===== src/source/dscrptrSrc_params.svh =====
////////////////////////////////////////////////////////////////////////////
// Sizing macros for the descriptor source arbiter: store depth and the
// widths of descriptor numbers, descriptor words and external addresses
////////////////////////////////////////////////////////////////////////////

`ifndef DSCRPTR_SRC_PARAMS_SVH
`define DSCRPTR_SRC_PARAMS_SVH

// Number of internal buffer descriptors
`define NUM_INT_BDS         4

// Width of an internal descriptor number
`define BD_NUM_WIDTH        2

// One descriptor word
`define DSCRPTR_DATA_WIDTH  133

// External descriptors live in system memory
`define EXT_ADDR_WIDTH      32

`endif


===== src/source/dscrptrSrcPkg.sv =====
////////////////////////////////////////////////////////////////////////////
// Descriptor source types: number, address and data words, source select
// and check machine encodings, invalid descriptor status record
////////////////////////////////////////////////////////////////////////////

`default_nettype none

`include "dscrptrSrc_params.svh"

package dscrptrSrcPkg;

    typedef logic [`BD_NUM_WIDTH-1:0]       bdNum_t;
    typedef logic [`EXT_ADDR_WIDTH-1:0]     extAddr_t;
    typedef logic [`DSCRPTR_DATA_WIDTH-1:0] dscrptrData_t;

    // Which requester currently owns the descriptor path
    typedef enum logic [1:0] {
        SRC_NONE,
        SRC_NEW_INT,
        SRC_NEXT_INT,
        SRC_LD_EXT
    } srcSel_t;

    // One-hot check machine states
    typedef enum logic [4:0] {
        IDLE            = 5'b00001,
        WAIT_READ_VALID = 5'b00010,
        EXT_READ        = 5'b00100,
        INVALID         = 5'b01000,
        GRANT_RELEASE   = 5'b10000
    } checkState_t;

    // Held for the interrupt logic after an invalid descriptor
    typedef struct packed {
        bdNum_t   dscrptrNum;
        logic     externDscrptr;
        extAddr_t extAddr;
    } dscrptrStatus_t;

endpackage

`default_nettype wire


===== src/source/dscrptrIf.sv =====
////////////////////////////////////////////////////////////////////////////
// Selected descriptor bus between the source mux and the check machine
////////////////////////////////////////////////////////////////////////////

`default_nettype none

interface dscrptrIf;

    import dscrptrSrcPkg::*;

    srcSel_t      srcSel;
    logic         dscrptrValid;
    logic         externDscrptr;
    bdNum_t       intDscrptrNum;
    extAddr_t     extDscrptrAddr;
    dscrptrData_t dscrptrData;

    // Mux side drives every field
    modport source (
        output srcSel,
        output dscrptrValid,
        output externDscrptr,
        output intDscrptrNum,
        output extDscrptrAddr,
        output dscrptrData
    );

    // Check machine never looks at the data word
    modport check (
        input srcSel,
        input dscrptrValid,
        input externDscrptr,
        input intDscrptrNum,
        input extDscrptrAddr
    );

endinterface

`default_nettype wire


===== src/source/dscrptrRoundRobinArbiter.sv =====
////////////////////////////////////////////////////////////////////////////
// Round-robin arbiter with a registered one-hot grant held until acked
////////////////////////////////////////////////////////////////////////////

`default_nettype none

module dscrptrRoundRobinArbiter #(
    parameter int NUM_REQS = 3
) (
    input  wire logic                clock,
    input  wire logic                resetn,
    input  wire logic [NUM_REQS-1:0] req,
    input  wire logic                grantAck,
    output logic      [NUM_REQS-1:0] grant
);

    localparam int PTR_WIDTH = (NUM_REQS > 1) ? $clog2(NUM_REQS) : 1;

    logic [PTR_WIDTH-1:0] ptr;
    logic [PTR_WIDTH-1:0] grantIdx;
    logic [PTR_WIDTH-1:0] nextPtr;
    logic [NUM_REQS-1:0]  winner;
    logic                 found;
    int                   idx;

    //////////////////////////////////////////////////////////////////////////
    // Search from the pointer, wrapping round once
    //////////////////////////////////////////////////////////////////////////
    always_comb
    begin
        winner = '0;
        found  = 1'b0;
        idx    = 0;
        for (int i = 0; i < NUM_REQS; i++)
        begin
            idx = int'(ptr) + i;
            if (idx >= NUM_REQS)
                idx = idx - NUM_REQS;
            if (!found && req[idx])
            begin
                winner[idx] = 1'b1;
                found       = 1'b1;
            end
        end
    end

    // Index of the held grant, then the slot just past it
    always_comb
    begin
        grantIdx = '0;
        for (int j = 0; j < NUM_REQS; j++)
        begin
            if (grant[j])
                grantIdx = PTR_WIDTH'(j);
        end
    end

    assign nextPtr = (grantIdx == PTR_WIDTH'(NUM_REQS - 1)) ? '0 : grantIdx + 1'b1;

    //////////////////////////////////////////////////////////////////////////
    // Grant and pointer registers
    //////////////////////////////////////////////////////////////////////////
    always_ff @(posedge clock or negedge resetn)
    begin
        if (!resetn)
        begin
            grant <= '0;
            ptr   <= '0;
        end
        else if (|grant)
        begin
            // New requests wait while a grant is out
            if (grantAck)
            begin
                grant <= '0;
                ptr   <= nextPtr;
            end
        end
        else
        begin
            grant <= winner;
        end
    end

endmodule

`default_nettype wire


===== src/source/dscrptrSourceMux.sv =====
////////////////////////////////////////////////////////////////////////////
// Grant decode, descriptor store address select and descriptor field mux
////////////////////////////////////////////////////////////////////////////

`default_nettype none

module dscrptrSourceMux (
    input  wire logic [2:0]                 grant,
    input  wire dscrptrSrcPkg::bdNum_t      intDscrptrNumStart,
    input  wire dscrptrSrcPkg::bdNum_t      intDscrptrNumTran,
    input  wire logic                       dscrptrValidStore,
    input  wire dscrptrSrcPkg::dscrptrData_t dscrptrDataStore,
    input  wire logic                       extDscrptrValid,
    input  wire dscrptrSrcPkg::bdNum_t      extDscrptrNum,
    input  wire dscrptrSrcPkg::extAddr_t    extDscrptrAddrIn,
    input  wire dscrptrSrcPkg::dscrptrData_t extDscrptrData,
    output dscrptrSrcPkg::bdNum_t           intDscrptrStoreNum,
    dscrptrIf.source                        bus
);

    import dscrptrSrcPkg::*;

    srcSel_t srcSel;

    // One-hot grant to source select, bit order matches the request vector
    always_comb
    begin
        case (grant)
            3'b001:  srcSel = SRC_NEW_INT;
            3'b010:  srcSel = SRC_NEXT_INT;
            3'b100:  srcSel = SRC_LD_EXT;
            default: srcSel = SRC_NONE;
        endcase
    end

    // Chain fetches address the store with the transfer controller's number
    assign intDscrptrStoreNum = (srcSel == SRC_NEXT_INT) ? intDscrptrNumTran
                                                         : intDscrptrNumStart;

    assign bus.srcSel = srcSel;

    always_comb
    begin
        case (srcSel)
            SRC_NEW_INT, SRC_NEXT_INT:
            begin
                bus.dscrptrValid   = dscrptrValidStore;
                bus.externDscrptr  = 1'b0;
                bus.intDscrptrNum  = intDscrptrStoreNum;
                bus.extDscrptrAddr = '0;
                bus.dscrptrData    = dscrptrDataStore;
            end
            SRC_LD_EXT:
            begin
                bus.dscrptrValid   = extDscrptrValid;
                bus.externDscrptr  = 1'b1;
                bus.intDscrptrNum  = extDscrptrNum;
                bus.extDscrptrAddr = extDscrptrAddrIn;
                bus.dscrptrData    = extDscrptrData;
            end
            default:
            begin
                bus.dscrptrValid   = 1'b0;
                bus.externDscrptr  = 1'b0;
                bus.intDscrptrNum  = '0;
                bus.extDscrptrAddr = '0;
                bus.dscrptrData    = '0;
            end
        endcase
    end

endmodule

`default_nettype wire


===== src/source/dscrptrValidCheck.sv =====
////////////////////////////////////////////////////////////////////////////
// Descriptor check FSM: store read, load or invalid report, grant release,
// plus the invalid descriptor status registers
////////////////////////////////////////////////////////////////////////////

`default_nettype none

module dscrptrValidCheck (
    input  wire logic                   clock,
    input  wire logic                   resetn,
    dscrptrIf.check                     bus,
    input  wire logic                   readDscrptrValid,
    input  wire logic                   dscrptrNValidAck,
    output logic                        readDscrptr,
    output logic                        ldDscrptr,
    output logic                        ldIntDscrptrAck,
    output logic                        intFetchAck,
    output logic                        ldExtDscrptrAck,
    output logic                        grantAck,
    output logic                        dscrptrNValid,
    output dscrptrSrcPkg::dscrptrStatus_t status
);

    import dscrptrSrcPkg::*;

    checkState_t    state;
    checkState_t    nextState;
    logic           checkDone;
    logic           dscrptrNValidNext;
    dscrptrStatus_t statusNext;

    //////////////////////////////////////////////////////////////////////////
    // Next state and pulse outputs
    //////////////////////////////////////////////////////////////////////////
    always_comb
    begin
        nextState         = state;
        readDscrptr       = 1'b0;
        grantAck          = 1'b0;
        checkDone         = 1'b0;
        dscrptrNValidNext = 1'b0;

        case (state)
            IDLE:
            begin
                if (bus.srcSel == SRC_LD_EXT)
                begin
                    // External fields are already stable, check next cycle
                    nextState = EXT_READ;
                end
                else if (bus.srcSel != SRC_NONE)
                begin
                    readDscrptr = 1'b1;
                    if (readDscrptrValid)
                        checkDone = 1'b1;
                    else
                        nextState = WAIT_READ_VALID;
                end
            end
            WAIT_READ_VALID:
            begin
                // Keep the read up through the valid cycle
                readDscrptr = 1'b1;
                if (readDscrptrValid)
                    checkDone = 1'b1;
            end
            EXT_READ:
            begin
                checkDone = 1'b1;
            end
            INVALID:
            begin
                if (dscrptrNValidAck)
                begin
                    grantAck  = 1'b1;
                    nextState = IDLE;
                end
                else
                begin
                    dscrptrNValidNext = 1'b1;
                end
            end
            GRANT_RELEASE:
            begin
                grantAck  = 1'b1;
                nextState = IDLE;
            end
            default:
            begin
                nextState = IDLE;
            end
        endcase

        // Descriptor is on the bus, decide load or report
        if (checkDone)
        begin
            if (bus.dscrptrValid)
                nextState = GRANT_RELEASE;
            else
            begin
                dscrptrNValidNext = 1'b1;
                nextState         = INVALID;
            end
        end
    end

    // Acknowledge goes back to whichever requester owns the grant
    assign ldIntDscrptrAck = checkDone && (bus.srcSel == SRC_NEW_INT);
    assign intFetchAck     = checkDone && (bus.srcSel == SRC_NEXT_INT);
    assign ldExtDscrptrAck = checkDone && (bus.srcSel == SRC_LD_EXT);
    assign ldDscrptr       = checkDone && bus.dscrptrValid;

    // Snapshot the bus before the grant goes away
    always_comb
    begin
        statusNext = status;
        if (checkDone && !bus.dscrptrValid)
        begin
            statusNext.dscrptrNum    = bus.intDscrptrNum;
            statusNext.externDscrptr = bus.externDscrptr;
            statusNext.extAddr       = bus.extDscrptrAddr;
        end
    end

    //////////////////////////////////////////////////////////////////////////
    // State, invalid flag and status registers
    //////////////////////////////////////////////////////////////////////////
    always_ff @(posedge clock or negedge resetn)
    begin
        if (!resetn)
        begin
            state         <= IDLE;
            dscrptrNValid <= 1'b0;
            status        <= '0;
        end
        else
        begin
            state         <= nextState;
            dscrptrNValid <= dscrptrNValidNext;
            status        <= statusNext;
        end
    end

endmodule

`default_nettype wire


===== src/source/dscrptrSrcMux.sv =====
////////////////////////////////////////////////////////////////////////////
// Descriptor source arbiter top: round-robin arbiter, source mux and
// check FSM joined by the descriptor bus
////////////////////////////////////////////////////////////////////////////

`default_nettype none

module dscrptrSrcMux (
    input  wire logic                        clock,
    input  wire logic                        resetn,
    input  wire logic                        ldIntDscrptr,
    input  wire dscrptrSrcPkg::bdNum_t       intDscrptrNumStart,
    input  wire logic                        fetchIntDscrptr,
    input  wire dscrptrSrcPkg::bdNum_t       intDscrptrNumTran,
    input  wire logic                        dscrptrValidStore,
    input  wire dscrptrSrcPkg::dscrptrData_t dscrptrDataStore,
    input  wire logic                        readDscrptrValid,
    input  wire logic                        ldExtDscrptr,
    input  wire logic                        extDscrptrValid,
    input  wire dscrptrSrcPkg::bdNum_t       extDscrptrNum,
    input  wire dscrptrSrcPkg::extAddr_t     extDscrptrAddrIn,
    input  wire dscrptrSrcPkg::dscrptrData_t extDscrptrData,
    input  wire logic                        dscrptrNValidAck,
    output logic                             ldIntDscrptrAck,
    output logic                             intFetchAck,
    output logic                             ldExtDscrptrAck,
    output logic                             readDscrptr,
    output dscrptrSrcPkg::bdNum_t            intDscrptrStoreNum,
    output logic                             ldDscrptr,
    output logic                             externDscrptr,
    output dscrptrSrcPkg::bdNum_t            intDscrptrNum,
    output dscrptrSrcPkg::extAddr_t          extDscrptrAddr,
    output dscrptrSrcPkg::dscrptrData_t      dscrptrData,
    output logic                             dscrptrNValid,
    output dscrptrSrcPkg::bdNum_t            nValidDscrptrNum,
    output logic                             nValidExtern,
    output dscrptrSrcPkg::extAddr_t          nValidExtAddr
);

    import dscrptrSrcPkg::*;

    logic [2:0]     req;
    logic [2:0]     grant;
    logic           grantAck;
    dscrptrStatus_t status;

    dscrptrIf dscrptrBus ();

    // Bit 0 start controller, bit 1 chain fetch, bit 2 external fetch
    assign req = {ldExtDscrptr, fetchIntDscrptr, ldIntDscrptr};

    dscrptrRoundRobinArbiter #(
        .NUM_REQS (3)
    ) arbiter (
        .clock    (clock),
        .resetn   (resetn),
        .req      (req),
        .grantAck (grantAck),
        .grant    (grant)
    );

    dscrptrSourceMux sourceMux (
        .grant              (grant),
        .intDscrptrNumStart (intDscrptrNumStart),
        .intDscrptrNumTran  (intDscrptrNumTran),
        .dscrptrValidStore  (dscrptrValidStore),
        .dscrptrDataStore   (dscrptrDataStore),
        .extDscrptrValid    (extDscrptrValid),
        .extDscrptrNum      (extDscrptrNum),
        .extDscrptrAddrIn   (extDscrptrAddrIn),
        .extDscrptrData     (extDscrptrData),
        .intDscrptrStoreNum (intDscrptrStoreNum),
        .bus                (dscrptrBus.source)
    );

    dscrptrValidCheck validCheck (
        .clock            (clock),
        .resetn           (resetn),
        .bus              (dscrptrBus.check),
        .readDscrptrValid (readDscrptrValid),
        .dscrptrNValidAck (dscrptrNValidAck),
        .readDscrptr      (readDscrptr),
        .ldDscrptr        (ldDscrptr),
        .ldIntDscrptrAck  (ldIntDscrptrAck),
        .intFetchAck      (intFetchAck),
        .ldExtDscrptrAck  (ldExtDscrptrAck),
        .grantAck         (grantAck),
        .dscrptrNValid    (dscrptrNValid),
        .status           (status)
    );

    // Selected descriptor out to the loader
    assign externDscrptr  = dscrptrBus.externDscrptr;
    assign intDscrptrNum  = dscrptrBus.intDscrptrNum;
    assign extDscrptrAddr = dscrptrBus.extDscrptrAddr;
    assign dscrptrData    = dscrptrBus.dscrptrData;

    // Status fields for the interrupt logic
    assign nValidDscrptrNum = status.dscrptrNum;
    assign nValidExtern     = status.externDscrptr;
    assign nValidExtAddr    = status.extAddr;

endmodule

`default_nettype wire


===== config.mk =====
export PLATFORM = sky130hd
export DESIGN_NAME = dscrptrSrcMux
export DESIGN_NICKNAME = d
export VERILOG_FILES = /design/src/source/dscrptrSrcPkg.sv /design/src/source/dscrptrIf.sv /design/src/source/dscrptrRoundRobinArbiter.sv /design/src/source/dscrptrSourceMux.sv /design/src/source/dscrptrValidCheck.sv /design/src/source/dscrptrSrcMux.sv
export VERILOG_INCLUDE_DIRS = /design/src /design/src/source
export SDC_FILE = /design/constraint.sdc
export NUM_CORES = 1
export LEC_CHECK = 0
export BUFFER_PORTS_ARGS = -buffer_cell sky130_fd_sc_hd__buf_2
export CAP_MARGIN = 20
export CORE_AREA = 4 4 200 202
export CTS_BUF_LIST = sky130_fd_sc_hd__clkbuf_8
export DETAILED_ROUTE_END_ITERATION = 10
export DIE_AREA = 0 0 204 206
export PLACE_DENSITY = 0.43
export RECOVER_POWER = 100
export SYNTH_ARGS = -nofsm -noshare
export SYNTH_HDL_FRONTEND = slang
export SYNTH_SLANG_ARGS = --single-unit

===== constraint.sdc =====
create_clock -name clock -period 7.04 [get_ports clock]
set_input_delay 0.352 -clock clock [delete_from_list [all_inputs] [get_ports clock]]
set_output_delay 0.352 -clock clock [all_outputs]
set_load 0.03 [all_outputs]

Yosys cells after proc, flatten, opt, wreduce, memory -nomap -nowiden:

Cells that the tools add are included.

* register bits after elaboration: 46
* input port bits: 313
* output and inout bits: 211
* logic and storage cells: 115

* $add $sub $neg: 6
* magnitude comparators: 9
* equality and inequality tests: 17
* mux-type cells: 55
* bitwise gates (word level): 2
* reduce and logical (&&, ||, !) cells: 19

Operators by type and width (number)
* one-hot mux 133 bit (2 select lines): 1
* 2-to-1 mux 32 bit: 4
* greater-or-equal comparator 32 x 1 -> 1 bit (second input constant): 3
* less-than comparator 32 x 4 -> 1 bit (second input constant): 3
* greater-or-equal comparator 32 x 3 -> 1 bit (second input constant): 2
* subtractor 32 x 3 -> 32 bit (second input constant): 2
* 2-to-1 mux 5 bit: 6
* 2-to-1 mux 1 bit: 23
* 2-to-1 mux 3 bit: 5
* one-hot mux 5 bit (3 select lines): 1
* logical AND 1 bit: 10
* binary-select mux 1 bit (select 2 bit): 3
* demux 1 bit (select 2 bit): 3
* equality test 2 bit (second input constant): 3
* 2-to-1 mux 2 bit: 3
* bitwise OR 3 bit: 2
* one-hot mux 1 bit (2 select lines): 3
* one-hot mux 2 bit (3 select lines): 1
* equality test 5 x 1 -> 1 bit (second input constant): 1
* equality test 5 x 2 -> 1 bit (second input constant): 1
* equality test 5 x 3 -> 1 bit (second input constant): 1
* equality test 5 x 4 -> 1 bit (second input constant): 1
* equality test 5 bit (second input constant): 1
* inequality test 2 x 1 -> 1 bit (second input constant): 2
* 20 further kinds: 23

Depth between registers and ports, before layout:

Gate-level depths: netlist (run 1).

* word-level depth: 13
* depth in mapped cells: 10
* depth with buffers taken out: 8

By module:

A second synthesis (run 1) with hierarchy kept.

* cell total of the unflattened synthesis: 550
* area total of the unflattened synthesis: 4735.8 sq um

Modules (own cells, without submodules)
* dscrptrSourceMux: instances 1, cells an instance 364, area an instance 2456.1 sq um, sequential area each 0.0 sq um
* dscrptrValidCheck: instances 1, cells an instance 117, area an instance 1739.2 sq um, sequential area each 1027.2 sq um
* dscrptrRoundRobinArbiter: instances 1, cells an instance 69, area an instance 540.5 sq um, sequential area each 125.1 sq um

Worst setup path before layout (run 1):

OpenSTA, ideal clock, no wires.

* path type: register -> output
* from: register arbiter.grant[2]
* to: output port dscrptrData[101]
* data arrival time: 2535 ps
* required time: 6688 ps
* slack: 4153 ps
* stages on the path, launching flop included: 9
* path buffers: 3
* cell sequence: dfrtp_1 -> xor2_1 -> nor2b_1 -> ha_1 -> clkbuf_1 -> clkbuf_1 -> clkbuf_1 -> a22oi_1 -> nor2_1

* cells in the longest elaborated chain, start to end: 5
* elaborated cells between the ends (all ways): 9
* those cells by class: 6 x eq/ne; 2 x mux; 1 x reduce/logical

Ends and longest elaborated chain
* start, declared: line dscrptrRoundRobinArbiter.sv:14 `output logic [NUM_REQS-1:0] grant`
* start signal, assigned: line dscrptrRoundRobinArbiter.sv:81 `grant <= winner;`
* equality test 3 bit, or another cell as far along: line dscrptrSourceMux.sv:28 `case (grant)`
* one-hot mux 2 bit (3 select lines) *: line dscrptrSourceMux.sv:28
* equality test 2 x 1 -> 1 bit or equality test 2 bit (tied branches): line dscrptrSourceMux.sv:44 `case (srcSel)`
* OR reduction 2 bit: line dscrptrSourceMux.sv:44
* one-hot mux 133 bit (2 select lines) *: line dscrptrSourceMux.sv:44
* end, declared: line dscrptrSrcMux.sv:33 `output dscrptrSrcPkg::dscrptrData_t dscrptrData,`

Every way passes the cells marked *; elsewhere a longest branch is shown, timed or not.

Final worst setup path (run 1):

* from: register arbiter.grant[2]
* to: register, netlist name validCheck.status[16]

* cells in the longest elaborated chain, start to end: 7
* elaborated cells between the ends (all ways): 16
* those cells by class: 6 x eq/ne; 6 x mux; 4 x reduce/logical

Ends and longest elaborated chain
* equality test 3 bit, or another cell as far along: line dscrptrSourceMux.sv:28
* one-hot mux 2 bit (3 select lines) *: line dscrptrSourceMux.sv:28
* nonzero test 2 bit, or another cell as far along: line dscrptrValidCheck.sv:51 `else if (bus.srcSel != SRC_NONE)`
* 2-to-1 mux 1 bit or OR reduction 2 bit (tied branches): line dscrptrValidCheck.sv:51, dscrptrSourceMux.sv:44
* 2-to-1 mux 1 bit or one-hot mux 1 bit (2 select lines) (tied branches): line dscrptrValidCheck.sv:46, dscrptrSourceMux.sv:44
* one-hot mux 1 bit (3 select lines) or zero test 1 bit (tied branches): line dscrptrValidCheck.sv:43, dscrptrValidCheck.sv:117
* logical AND 1 bit: line dscrptrValidCheck.sv:117 `if (checkDone && !bus.dscrptrValid)`

Marked as above.
A chain may end at the register's enable or synchronous reset.

==> impl_results.md, run 1 <==
- Met3 Wirelength: 2330 um
- Vias/cell: 3.99
- Largest cells by area after synthesis: dfrtp_1, a22oi_1, nor2_1
- Setup_tns: 0 ns
- CTS root buf: clkbuf_8
- FMAX: 239 MHz
- CTS Buf Count: 5
- Routed length on met1: 10500 um
- Max Used Layer: met5
- Async set-reset flop share out of synthesis: 1.00
- # IOs: 524
- #FFs+latches synth: 46
- Filler cells: 4433
- Die height: 206 um
- Hold Startpoint: ldExtDscrptr
- Fin. max-slew vios: 85
- Post-route setup slack: 2.86 ns
- Syn. warnings: 0
- DRC: 0
- Hold Vio Cnt, Final: 0
- Critical path start-end classification: reg2reg
- Worst hold margin: 0.382 ns
- Commonest non-fill, non-tap cells in the layout: buf_2, clkbuf_1, nor2_1
- Measured slew at the worst slew-check pin: 2.53 ns
- Share of Yosys cell area claimed by the top area cell type: 0.262
- Leak: 3.47 nW
- Syn Area/Cell: 7.80 um2
- Max Cap Violations: 2
- Final global-route overflow total: 0
- CP Launch Type: register
- IO buf count: 523
- Die W: 204 um
- Hold crit path type: in2reg
- Met2 wire length: 12100 um
- Post-synth EDFFs: 0
- Setup slack, reg-to-reg: 2.86 ns
- Final Util: 0.190
- Post-CTS sizing: 0
- Instance count of the mapped netlist: 550
- Post-synth top flop: dfrtp_1
- Clk_lat worst skew: 0.31 ns
- Failing checks: max-capacitance violations, max-slew violations
- Worst Reg-to-Reg Cells: 9
- Die area: 0.0420 mm2
- Antenna violations before repair: 10
- Run status: complete, but fails checks
- Final setup viols: 0
- Starting density of the core: 0.112
- Syn Nets: 872
- Tot GR Track Use: 0.106
- First-pass detailed-route iteration total: 5
- Slew Limit Headroom: -0.684
- Core ar.: 0.0383 mm2
- HPWL after DPL: 21000 um
- Hold_buf cts: 0
- Row count: 72
- Layout cells sized above 1: 0.389
- Hold Path End: arbiter.grant[2]
- Pwr per Cell Area: 616 mW/mm2
- CTS tree: done
- Arrival @ worst endpoint: 4.36 ns
- Worst Path Required: 7.22 ns
- Post-synthesis sequential area ratio: 0.269
- CP max FO: 37
- Pre-CTS WS: 3.71 ns
- CTS Buffer Depth: 2
- Post-CTS Setup Repair Bufs: 0
- Mapped Area: 0.00429 mm2
- Vias: 6210
- Worst Clk Skew: 0.0176 ns
- DRT iter0 DRCs: 546
- Fin crit share: 0.594
- RR Endpoint: validCheck.status[16]
- First-pass GRT wire length: 35100 um
- Most common cell after layout, fill and taps aside: buf_2
- Max VDD drop: 308 uV
- Layout area overhead: 69.4%
- Final GP Congestion: 0.790
- Hold Path Stages: 3
- Drt wl/cell: 16.3 um
- Pin count of the biggest net entering global routing: 83
- Critical Path Sink Type: register
- Vias in the first global route: 5787
- RSZ-0062 raised after global routing: false
- Reg clk slew, reported paths: 0.10 ns
- Post-route ant nets: 0
- Leading area contributor after synthesis: dfrtp_1
- Nets: 1352
- Library cells used by synthesis: 51
- CTS sink count: 46
- H-tree Lvls: 2
- Tmin final: 4.18 ns
- Crit Reg-Reg Startpoint: arbiter.grant[2]
- WL final: 25300 um
report_power, final:
| group | switching (mW) | internal, mW |
|---|---|---|
| Sequential | 0.0724 | 0.368 |
| Clock | 0.0941 | 0.105 |
| Combinational | 2.85 | 0.986 |
critical path, stage by stage (launching register included):
cell and delay (ns):
dfrtp_1 0.46, xor2_1 0.18, nand2_1 0.17, inv_1 0.09
ha_1 0.49, inv_1 0.25, nand4_1 0.20, a21oi_4 0.18
clkbuf_1 1.53, mux2_2 0.46
kinds of logic (layout without fill, tap and decap cells):
group,count (synthesis),in the layout,synth area share
multiplexers,39,39,0.102
AO/OA/AOI/OAI,167,167,0.294
other,0,6,0
XOR/XNOR,2,2,0.00408
AND/OR/NAND/NOR,218,218,0.236
flip-flops,46,46,0.269
adder cells (fa/ha/maj),9,9,0.0262
buffers and inverters,69,550,0.0700
stage by stage:
stage / power [mW] / cells / instance area [um2]
after global placement: 4.46 / 1541 / 7390
final: 4.48 / 1555 / 7270
after floorplan: 3.35 / 550 / 4290
after detailed placement: 4.47 / 1541 / 7390
after CTS: 4.69 / 1549 / 7500
after global routing: 4.83 / 1549 / 7250
state kept, by name (all words and copies together) (netlist names):
register / cells
arbiter.ptr: 2
validCheck.dscrptrNValid: 1
validCheck.state: 5
validCheck.status: 35
arbiter.grant: 3
cell type report:
cell class / instances / area, um2 / share of cell area
multi-input cells: 435 / 2850 / 0.392
clock inverters: 3 / 41.3 / 0.00568
inverters: 11 / 43.8 / 0.00602
clock buffers: 5 / 68.8 / 0.00947
well taps: 518 / 648 / 0.0892
repair buffers: 531 / 2450 / 0.337
diodes: 6 / 15.0 / 0.00207
flip-flops and latches: 46 / 1150 / 0.159
per-layer routing:
metal,vias up,track usage
met5,-,0
li1,2965,-
met3,23,0.0314
met1,2872,0.139
met4,2,0.0182
met2,348,0.175
Yosys cell counts, types with 2 or more instances:
library cell and instances:
nand3_1 3, inv_1 10, o21a_1 2, nor4bb_1 2, clkbuf_1 49, mux2_2 36, nor4_1 2, and2_1 36
nor4b_1 2, mux2i_1 2, a31oi_1 2, a21oi_1 6, xor2_1 2, dfrtp_1 45, o311ai_0 2, o221ai_1 2
nor3_1 3, o21ai_0 5, nor2_1 138, buf_8 3, a22oi_1 133, a41o_1 2, nand2_1 12, nor2b_1 7
ha_1 9, nand2b_1 5, and3b_1 2, buf_1 5
how the worst max path moves through the flow:
stage | startpoint | to | slack, ns | cells past startpoint
2_1_floorplan | arbiter.grant[2] | dscrptrData[101] | 4.15 | 8
3_3_place_gp | arbiter.grant[2] | dscrptrData[98] | 3.74 | 8
3_5_place_dp | arbiter.grant[2] | dscrptrData[98] | 3.71 | 8
4_1_cts | arbiter.grant[2] | dscrptrData[98] | 3.33 | 8
5_1_grt | arbiter.grant[2] | validCheck.status[27] | 2.45 | 9
6_report | arbiter.grant[2] | validCheck.status[16] | 2.86 | 9
(Power assumes the default switching activity.)
==> run 2, diff against run 1 <==
--- a/config.mk
+++ b/config.mk
@@ -12,7 +12,7 @@
 export CTS_BUF_LIST = sky130_fd_sc_hd__clkbuf_8
 export DETAILED_ROUTE_END_ITERATION = 10
 export DIE_AREA = 0 0 204 206
-export PLACE_DENSITY = 0.43
+export PLACE_DENSITY = 0.44
 export RECOVER_POWER = 100
 export SYNTH_ARGS = -nofsm -noshare
 export SYNTH_HDL_FRONTEND = slang
==> constraint.sdc (replaced) <==
create_clock -name clock -period 3.35 [get_ports clock]
set_input_delay 0.1675 -clock clock [delete_from_list [all_inputs] [get_ports clock]]
set_output_delay 0.1675 -clock clock [all_outputs]
set_load 0.03 [all_outputs]
==> run 2 against run 1 <==
Net effect:
- the flow now finishes without violations
- final cell count is 0.58% higher
- critical path depth is 1 lower
- die area unchanged
- first-iteration DRC count fell by 20%
- wire length is 3.0% higher
==> impl_results.md, run 2 (same netlist as run 1, synthesis figures left out) <==
- Setup_tns: 0 ns (unchanged)
- Layout cells sized above 1: 0.444 (+0.0550)
- Hold crit path type: in2reg
- Arrival @ worst endpoint: 2.87 ns (-1.49 ns)
- Pin count of the biggest net entering global routing: 79 (-4.8%)
- CP max FO: 26 (-30%)
- Worst Clk Skew: 0.0164 ns (-0.00119 ns)
- Slowest cell on the critical path: dfrtp_1
- CP Launch Type: register
- Die W: 204 um (unchanged)
- Max VDD drop: 595 uV (+93%)
- Crit Reg-Reg Startpoint: arbiter.grant[2]
- FMAX: 330 MHz
- Layout area overhead: 74.3%
- CTS Buf Count: 5 (unchanged)
- DRC: 0 (unchanged)
- Filler cells: 4398 (-0.79%)
- Post-route setup slack: 0.316 ns (-2.54 ns)
- Critical path start-end classification: reg2out
- DRT iter0 DRCs: 436 (-20%)
- Die area: 0.0420 mm2 (unchanged)
- Commonest non-fill, non-tap cells in the layout: buf_2, nor2_1, a22oi_1
- Drt wl/cell: 16.7 um (+2.4%)
- Antenna violations before repair: 9 (-1)
- Most common cell after layout, fill and taps aside: buf_2
- H-tree Lvls: 2 (unchanged)
- Top Registers: validCheck.status (35), validCheck.state (5), arbiter.grant (3)
- First-pass GRT wire length: 35800 um (+2.1%)
- Pwr per Cell Area: 1340 mW/mm2 (+120%)
- CP peak stage delay: 0.45 ns (-1.08 ns)
- CTS Buffer Depth: 2 (unchanged)
- Max Cap Violations: 0 (-2)
- Tot GR Track Use: 0.109 (+0.00343)
- Final Util: 0.195 (+0.00552)
- RSZ-0062 raised after global routing: false
- Post-route ant nets: 0 (unchanged)
- Final GP Congestion: 0.802 (+1.6%)
- Largest Register: validCheck.status
- IO buf count: 523 (unchanged)
- Worst Path Required: 3.18 ns (-4.04 ns)
- Vias in the first global route: 6007 (+3.8%)
- Final setup viols: 0 (unchanged)
- Fin crit share: 0.906
- Seq. cell area: 0.00115 mm2 (unchanged)
- Hold Startpoint: ldExtDscrptr
- Starting density of the core: 0.112 (unchanged)
- Clk_lat worst skew: 0.32 ns (about the same)
- Max reg flops: 35 (unchanged)
- Fin. max-slew vios: 0 (-100%)
- Crit path buffers/inverters: 3 (unchanged)
- Leak: 3.75 nW (+7.9%)
- WL final: 26100 um (+3.0%)
- Delay-heaviest family, CP: buffers and inverters
- HPWL after DPL: 21900 um (+4.0%)
- Setup crit start: arbiter.grant[2]
- Overall power: 10.0 mW (+120%)
- CTS root buf: clkbuf_8
- Post-CTS sizing: 0 (unchanged)
- CP cell instances: xor2_1, nor2b_1, ha_1, inv_4, clkbuf_2, a22oi_1, nor2_1, clkbuf_1
- Row count: 72 (unchanged)
- Slew Limit Headroom: 0.204 (+0.888)
- Tmin final: 3.03 ns
- # IOs: 524 (unchanged)
- Measured slew at the worst slew-check pin: 1.19 ns (-1.33 ns)
- Final global-route overflow total: 0 (unchanged)
- Nets: 1364 (+0.89%)
- Reg clk slew, reported paths: 0.10 ns (about the same)
- Core ar.: 0.0383 mm2 (unchanged)
- Die height: 206 um (unchanged)
- CTS tree: done
- CTS sink count: 46 (unchanged)
- Vias/cell: 4.06 (+1.8%)
- Critical Path Sink Type: output port
- Area occupied by multi-input gates: 0.00285 mm2 (about the same)
- Vias: 6356 (+2.4%)
- First-pass detailed-route iteration total: 5 (unchanged)
- Hold Vio Cnt, Final: 0 (unchanged)
- Pre-CTS WS: 0.681 ns (-3.03 ns)
- Run status: finished, final reports clean
- Worst hold margin: 0.175 ns (-0.207 ns)
[run 2: area by class of cell]
class / instances / share of cell area
clock buffers: 6 / 0.0110
inverters: 11 / 0.00585
clock inverters: 2 / 0.00217
flip-flops and latches: 46 / 0.154
diodes: 3 / 0.00100
multi-input cells: 435 / 0.381
well taps: 518 / 0.0866
repair buffers: 543 / 0.358
[run 2: power by group]
part	switching, mW	internal, mW
Sequential	0.158	0.773
Combinational	6.19	2.53
Clock	0.207	0.170
[run 2: final timing paths]
check / end / slack (ns) / depth (start not counted)
setup / recovery: dscrptrData[53] / 0.32 / 8
hold / removal: arbiter.grant[2] / 0.17 / 3
setup reg to reg: validCheck.status[6] / 0.63 / 9
hold reg to reg: validCheck.status[29] / 0.50 / 1
max in group asynchronous: validCheck.status[6] / 1.90 / 3
min in group asynchronous: validCheck.status[33] / 0.72 / 3
[run 2: repair_timing]
action / in CTS / in global routing
setup buffers: 0 / 0
hold endpoints to repair: 45 / 0
hold buffers: 1 / 0
[run 2: per-stage QoR]
stage	cells	cell area [um2]
global route	1563	7480
detailed placement	1552	7540
global placement	1552	7540
finish	1564	7480
floorplan	550	4290
CTS	1561	7650
[run 2: worst reg2reg max path, delay by kind of cell, from the launching register on]
| family | cells | cell delay, ns |
|---|---|---|
| AND/OR/NAND/NOR | 3 | 0.58 |
| multiplexers | 1 | 0.39 |
| adder cells (fa/ha/maj) | 1 | 0.27 |
| AO/OA/AOI/OAI | 1 | 0.30 |
| buffers and inverters | 2 | 0.44 |
| XOR/XNOR | 1 | 0.16 |
| flip-flops | 1 | 0.45 |
[run 2: layer usage]
metal / GRT usage / vias up / routed length, um
met5: 0 / - / 0
met4: 0.0218 / 0 / 307
met3: 0.0245 / 22 / 2300
met2: 0.184 / 354 / 12900
met1: 0.144 / 2993 / 10600
li1: - / 2987 / -
==> run 3, diff against run 2 <==
--- a/config.mk
+++ b/config.mk
@@ -8,12 +8,14 @@
 export LEC_CHECK = 0
 export BUFFER_PORTS_ARGS = -buffer_cell sky130_fd_sc_hd__buf_2
 export CAP_MARGIN = 20
-export CORE_AREA = 4 4 200 202
+export CORE_AREA = 4 4 203 205
 export CTS_BUF_LIST = sky130_fd_sc_hd__clkbuf_8
 export DETAILED_ROUTE_END_ITERATION = 10
-export DIE_AREA = 0 0 204 206
-export PLACE_DENSITY = 0.44
+export DIE_AREA = 0 0 207 209
+export MAX_ROUTING_LAYER = met4
+export PLACE_DENSITY = 0.43
 export RECOVER_POWER = 100
+export SLEW_MARGIN = 20
 export SYNTH_ARGS = -nofsm -noshare
 export SYNTH_HDL_FRONTEND = slang
 export SYNTH_SLANG_ARGS = --single-unit
==> constraint.sdc (replaced) <==
create_clock -name clock -period 2.9 [get_ports clock]
set_input_delay 0.145 -clock clock [delete_from_list [all_inputs] [get_ports clock]]
set_output_delay 0.145 -clock clock [all_outputs]
set_load 0.03 [all_outputs]
==> run 3 against run 2 <==
Net effect:
- utilization decreased by 0.42 points
- worst hold slack got worse by 0.019 ns
- power increased by 15%
- critical path depth increased by 1
- global-route usage decreased by 0.72 points
- register-to-register slack got worse by 0.26 ns
- critical endpoint is now dscrptrData[56]
==> impl_results.md, run 3 (same netlist as run 1, synthesis figures left out) <==
- IO buf count: 523 (unchanged)
- DRT iter0 DRCs: 405 (-7.1%)
- Fin. max-slew vios: 0 (unchanged)
- Final global-route overflow total: 0 (unchanged)
- CTS Buffer Depth: 2 (unchanged)
- Global routing usage on met3: 0.0197 (-0.00481)
- Sw Ratio: 0.644 (-0.00897)
- Die W: 207 um (+1.5%)
- Clk_lat worst skew: 0.30 ns (-0.02 ns)
- Most common cell after layout, fill and taps aside: buf_2
- Max Cap Violations: 0 (unchanged)
- CTS tree: done
- Starting density of the core: 0.109 (-0.00333)
- Tmin final: 2.71 ns
- Clock share of power: 0.035 (-0.003)
- Leak: 3.96 nW (+5.6%)
- Critical Path Sink Type: output port
- Vias: 6211 (-2.3%)
- Delay-heaviest family, CP: buffers and inverters
- Pwr per Cell Area: 1520 mW/mm2 (+14%)
- Measured slew at the worst slew-check pin: 1.16 ns (-0.0380 ns)
- Fin crit share: 0.935
- Die height: 209 um (+1.5%)
- Comb pwr share: 0.872 (+0.002)
- FMAX: 369 MHz
- Max VDD drop: 906 uV (+52%)
- Pre-CTS WS: 0.283 ns (-0.398 ns)
- CTS root buf: clkbuf_8
- Core ar.: 0.0395 mm2 (+3.1%)
- Slew Limit Headroom: 0.229 (+0.0253)
- Largest Register: validCheck.status
- Final setup viols: 0 (unchanged)
- CTS Buf Count: 5 (unchanged)
- CP peak stage delay: 0.45 ns (about the same)
- Top Registers: validCheck.status (35), validCheck.state (5), arbiter.grant (3)
- Commonest non-fill, non-tap cells in the layout: buf_2, nor2_1, a22oi_1
- H-tree Lvls: 2 (unchanged)
- Crit path buffers/inverters: 4 (+1)
- Layout cells sized above 1: 0.513 (+0.0686)
- Antenna violations before repair: 2 (-7)
- Met1 usage: 0.130 (-0.0140)
- # IOs: 524 (unchanged)
- DRC: 0 (unchanged)
- First-pass detailed-route iteration total: 4 (-1)
- Vias/cell: 3.96 (-2.5%)
- Die area: 0.0433 mm2 (+2.9%)
- Sequential share of power: 0.093 (about the same)
- Top Usage Layer GRT: met2
- Tot GR Track Use: 0.102 (-0.00724)
- Final GP Congestion: 0.850 (+6.0%)
- Row count: 73 (+1.4%)
- Internal power: 4.09 mW (+18%)
- Setup slack, reg-to-reg: 0.37 ns (-0.26 ns)
- Arrival @ worst endpoint: 2.57 ns (-0.30 ns)
- CTS sink count: 46 (unchanged)
- Setup_tns: 0 ns (unchanged)
- Run status: finished, final reports clean
- Worst Path Required: 2.76 ns (-0.42 ns)
- Worst Clk Skew: 0.00975 ns (-0.00669 ns)
- WL final: 23500 um (-9.9%)
- Max reg flops: 35 (unchanged)
- Overall power: 11.5 mW (+15%)
- Vias in the first global route: 6138 (+2.2%)
- P_sw: 7.41 mW (+13%)
- Filler cells: 4581 (+4.2%)
- Pin count of the biggest net entering global routing: 93 (+18%)
- Critical path start-end classification: reg2out
- Nets: 1361 (-0.22%)
- First-pass GRT wire length: 35100 um (-2.1%)
- CP cell instances: xor2_1, nor2b_2, ha_1, inv_4, buf_12, buf_4, a22oi_1, nor2_1, buf_2
- HPWL after DPL: 19600 um (-10%)
- Routing usage on met2: 0.170 (-0.0145)
- Reg clk slew, reported paths: 0.09 ns (about the same)
- Hold Vio Cnt, Final: 0 (unchanged)
- Slowest cell on the critical path: dfrtp_1
- Hold crit path type: in2reg
- Post-route ant nets: 0 (unchanged)
- RSZ-0062 raised after global routing: false
- CP Launch Type: register
- Drt wl/cell: 15.0 um (-10%)
- Post-route setup slack: 0.187 ns (-0.129 ns)
- Layout area overhead: 75.8%
- CP max FO: 52 (+100%)
[run 3: changes by cell type in the layout (fill, tap and decap cells not counted), sizes merged]
cell and delta:
buf -18, clkinvlp -1, diode -1, clkinv +1, clkbuf +15
[run 3: layout make-up]
| class | count | area, um2 | area share |
|---|---|---|---|
| diodes | 2 | 5.00 | 0.000663 |
| repair buffers | 540 | 2740 | 0.363 |
| well taps | 525 | 657 | 0.0871 |
| multi-input cells | 435 | 2860 | 0.379 |
| inverters | 11 | 43.8 | 0.00581 |
| clock buffers | 6 | 82.6 | 0.0109 |
| flip-flops and latches | 46 | 1150 | 0.153 |
| clock inverters | 2 | 8.76 | 0.00116 |
[run 3: worst paths after layout]
check | from | endpoint | depth (start not counted)
worst max register to register | arbiter.grant[2] | validCheck.status[31] | 9
max in group asynchronous | resetn | validCheck.status[9] | 2
worst min register to register | validCheck.status[29] | validCheck.status[29] | 1
worst max-delay path | arbiter.grant[2] | dscrptrData[56] | 9
min in group asynchronous | resetn | validCheck.status[27] | 2
worst min-delay path | ldExtDscrptr | arbiter.grant[2] | 3
[run 3: layer usage]
layer / vias up / wire length, um
met5: - / 0
met4: 0 / 319
met3: 18 / 1660
met2: 324 / 11400
met1: 2883 / 10100
li1: 2986 / -
[run 3: power by group through the flow]
stage / clock [mW] / sequential [mW] / combinational, mW
after detailed placement: 0 / 1.08 / 10.2
after global routing: 0.462 / 1.11 / 10.8
after floorplan: 0 / 1.44 / 6.69
final: 0.407 / 1.07 / 10.0
after global placement: 0 / 1.08 / 10.2
after CTS: 0.441 / 1.06 / 10.3
[run 3: stage by stage]
| stage | util | area [um2] | hold WS, ns | cells |
|---|---|---|---|---|
| 6_report | 0.191 | 7540 | 0.156 | 1567 |
| 5_1_grt | 0.191 | 7540 | 0.141 | 1567 |
| 4_1_cts | 0.193 | 7620 | 0.0421 | 1564 |
| 3_5_place_dp | 0.191 | 7530 | 0.399 | 1556 |
| 3_3_place_gp | 0.191 | 7530 | 0.408 | 1556 |
| 2_1_floorplan | - | 4290 | -0.151 | 550 |
[run 3: worst min-delay path, cell delays in order]
cell and delay (ns):
buf_2 0.15, nand2_1 0.07, o21ai_0 0.06
[run 3: what timing repair did]
item                                    4_1_cts  5_1_grt
endpoints found under the setup margin        0       41
resized for setup                             0        1
hold buffers                                  0        1
setup buffers                                 0        0
hold endpoints to repair                      0       45
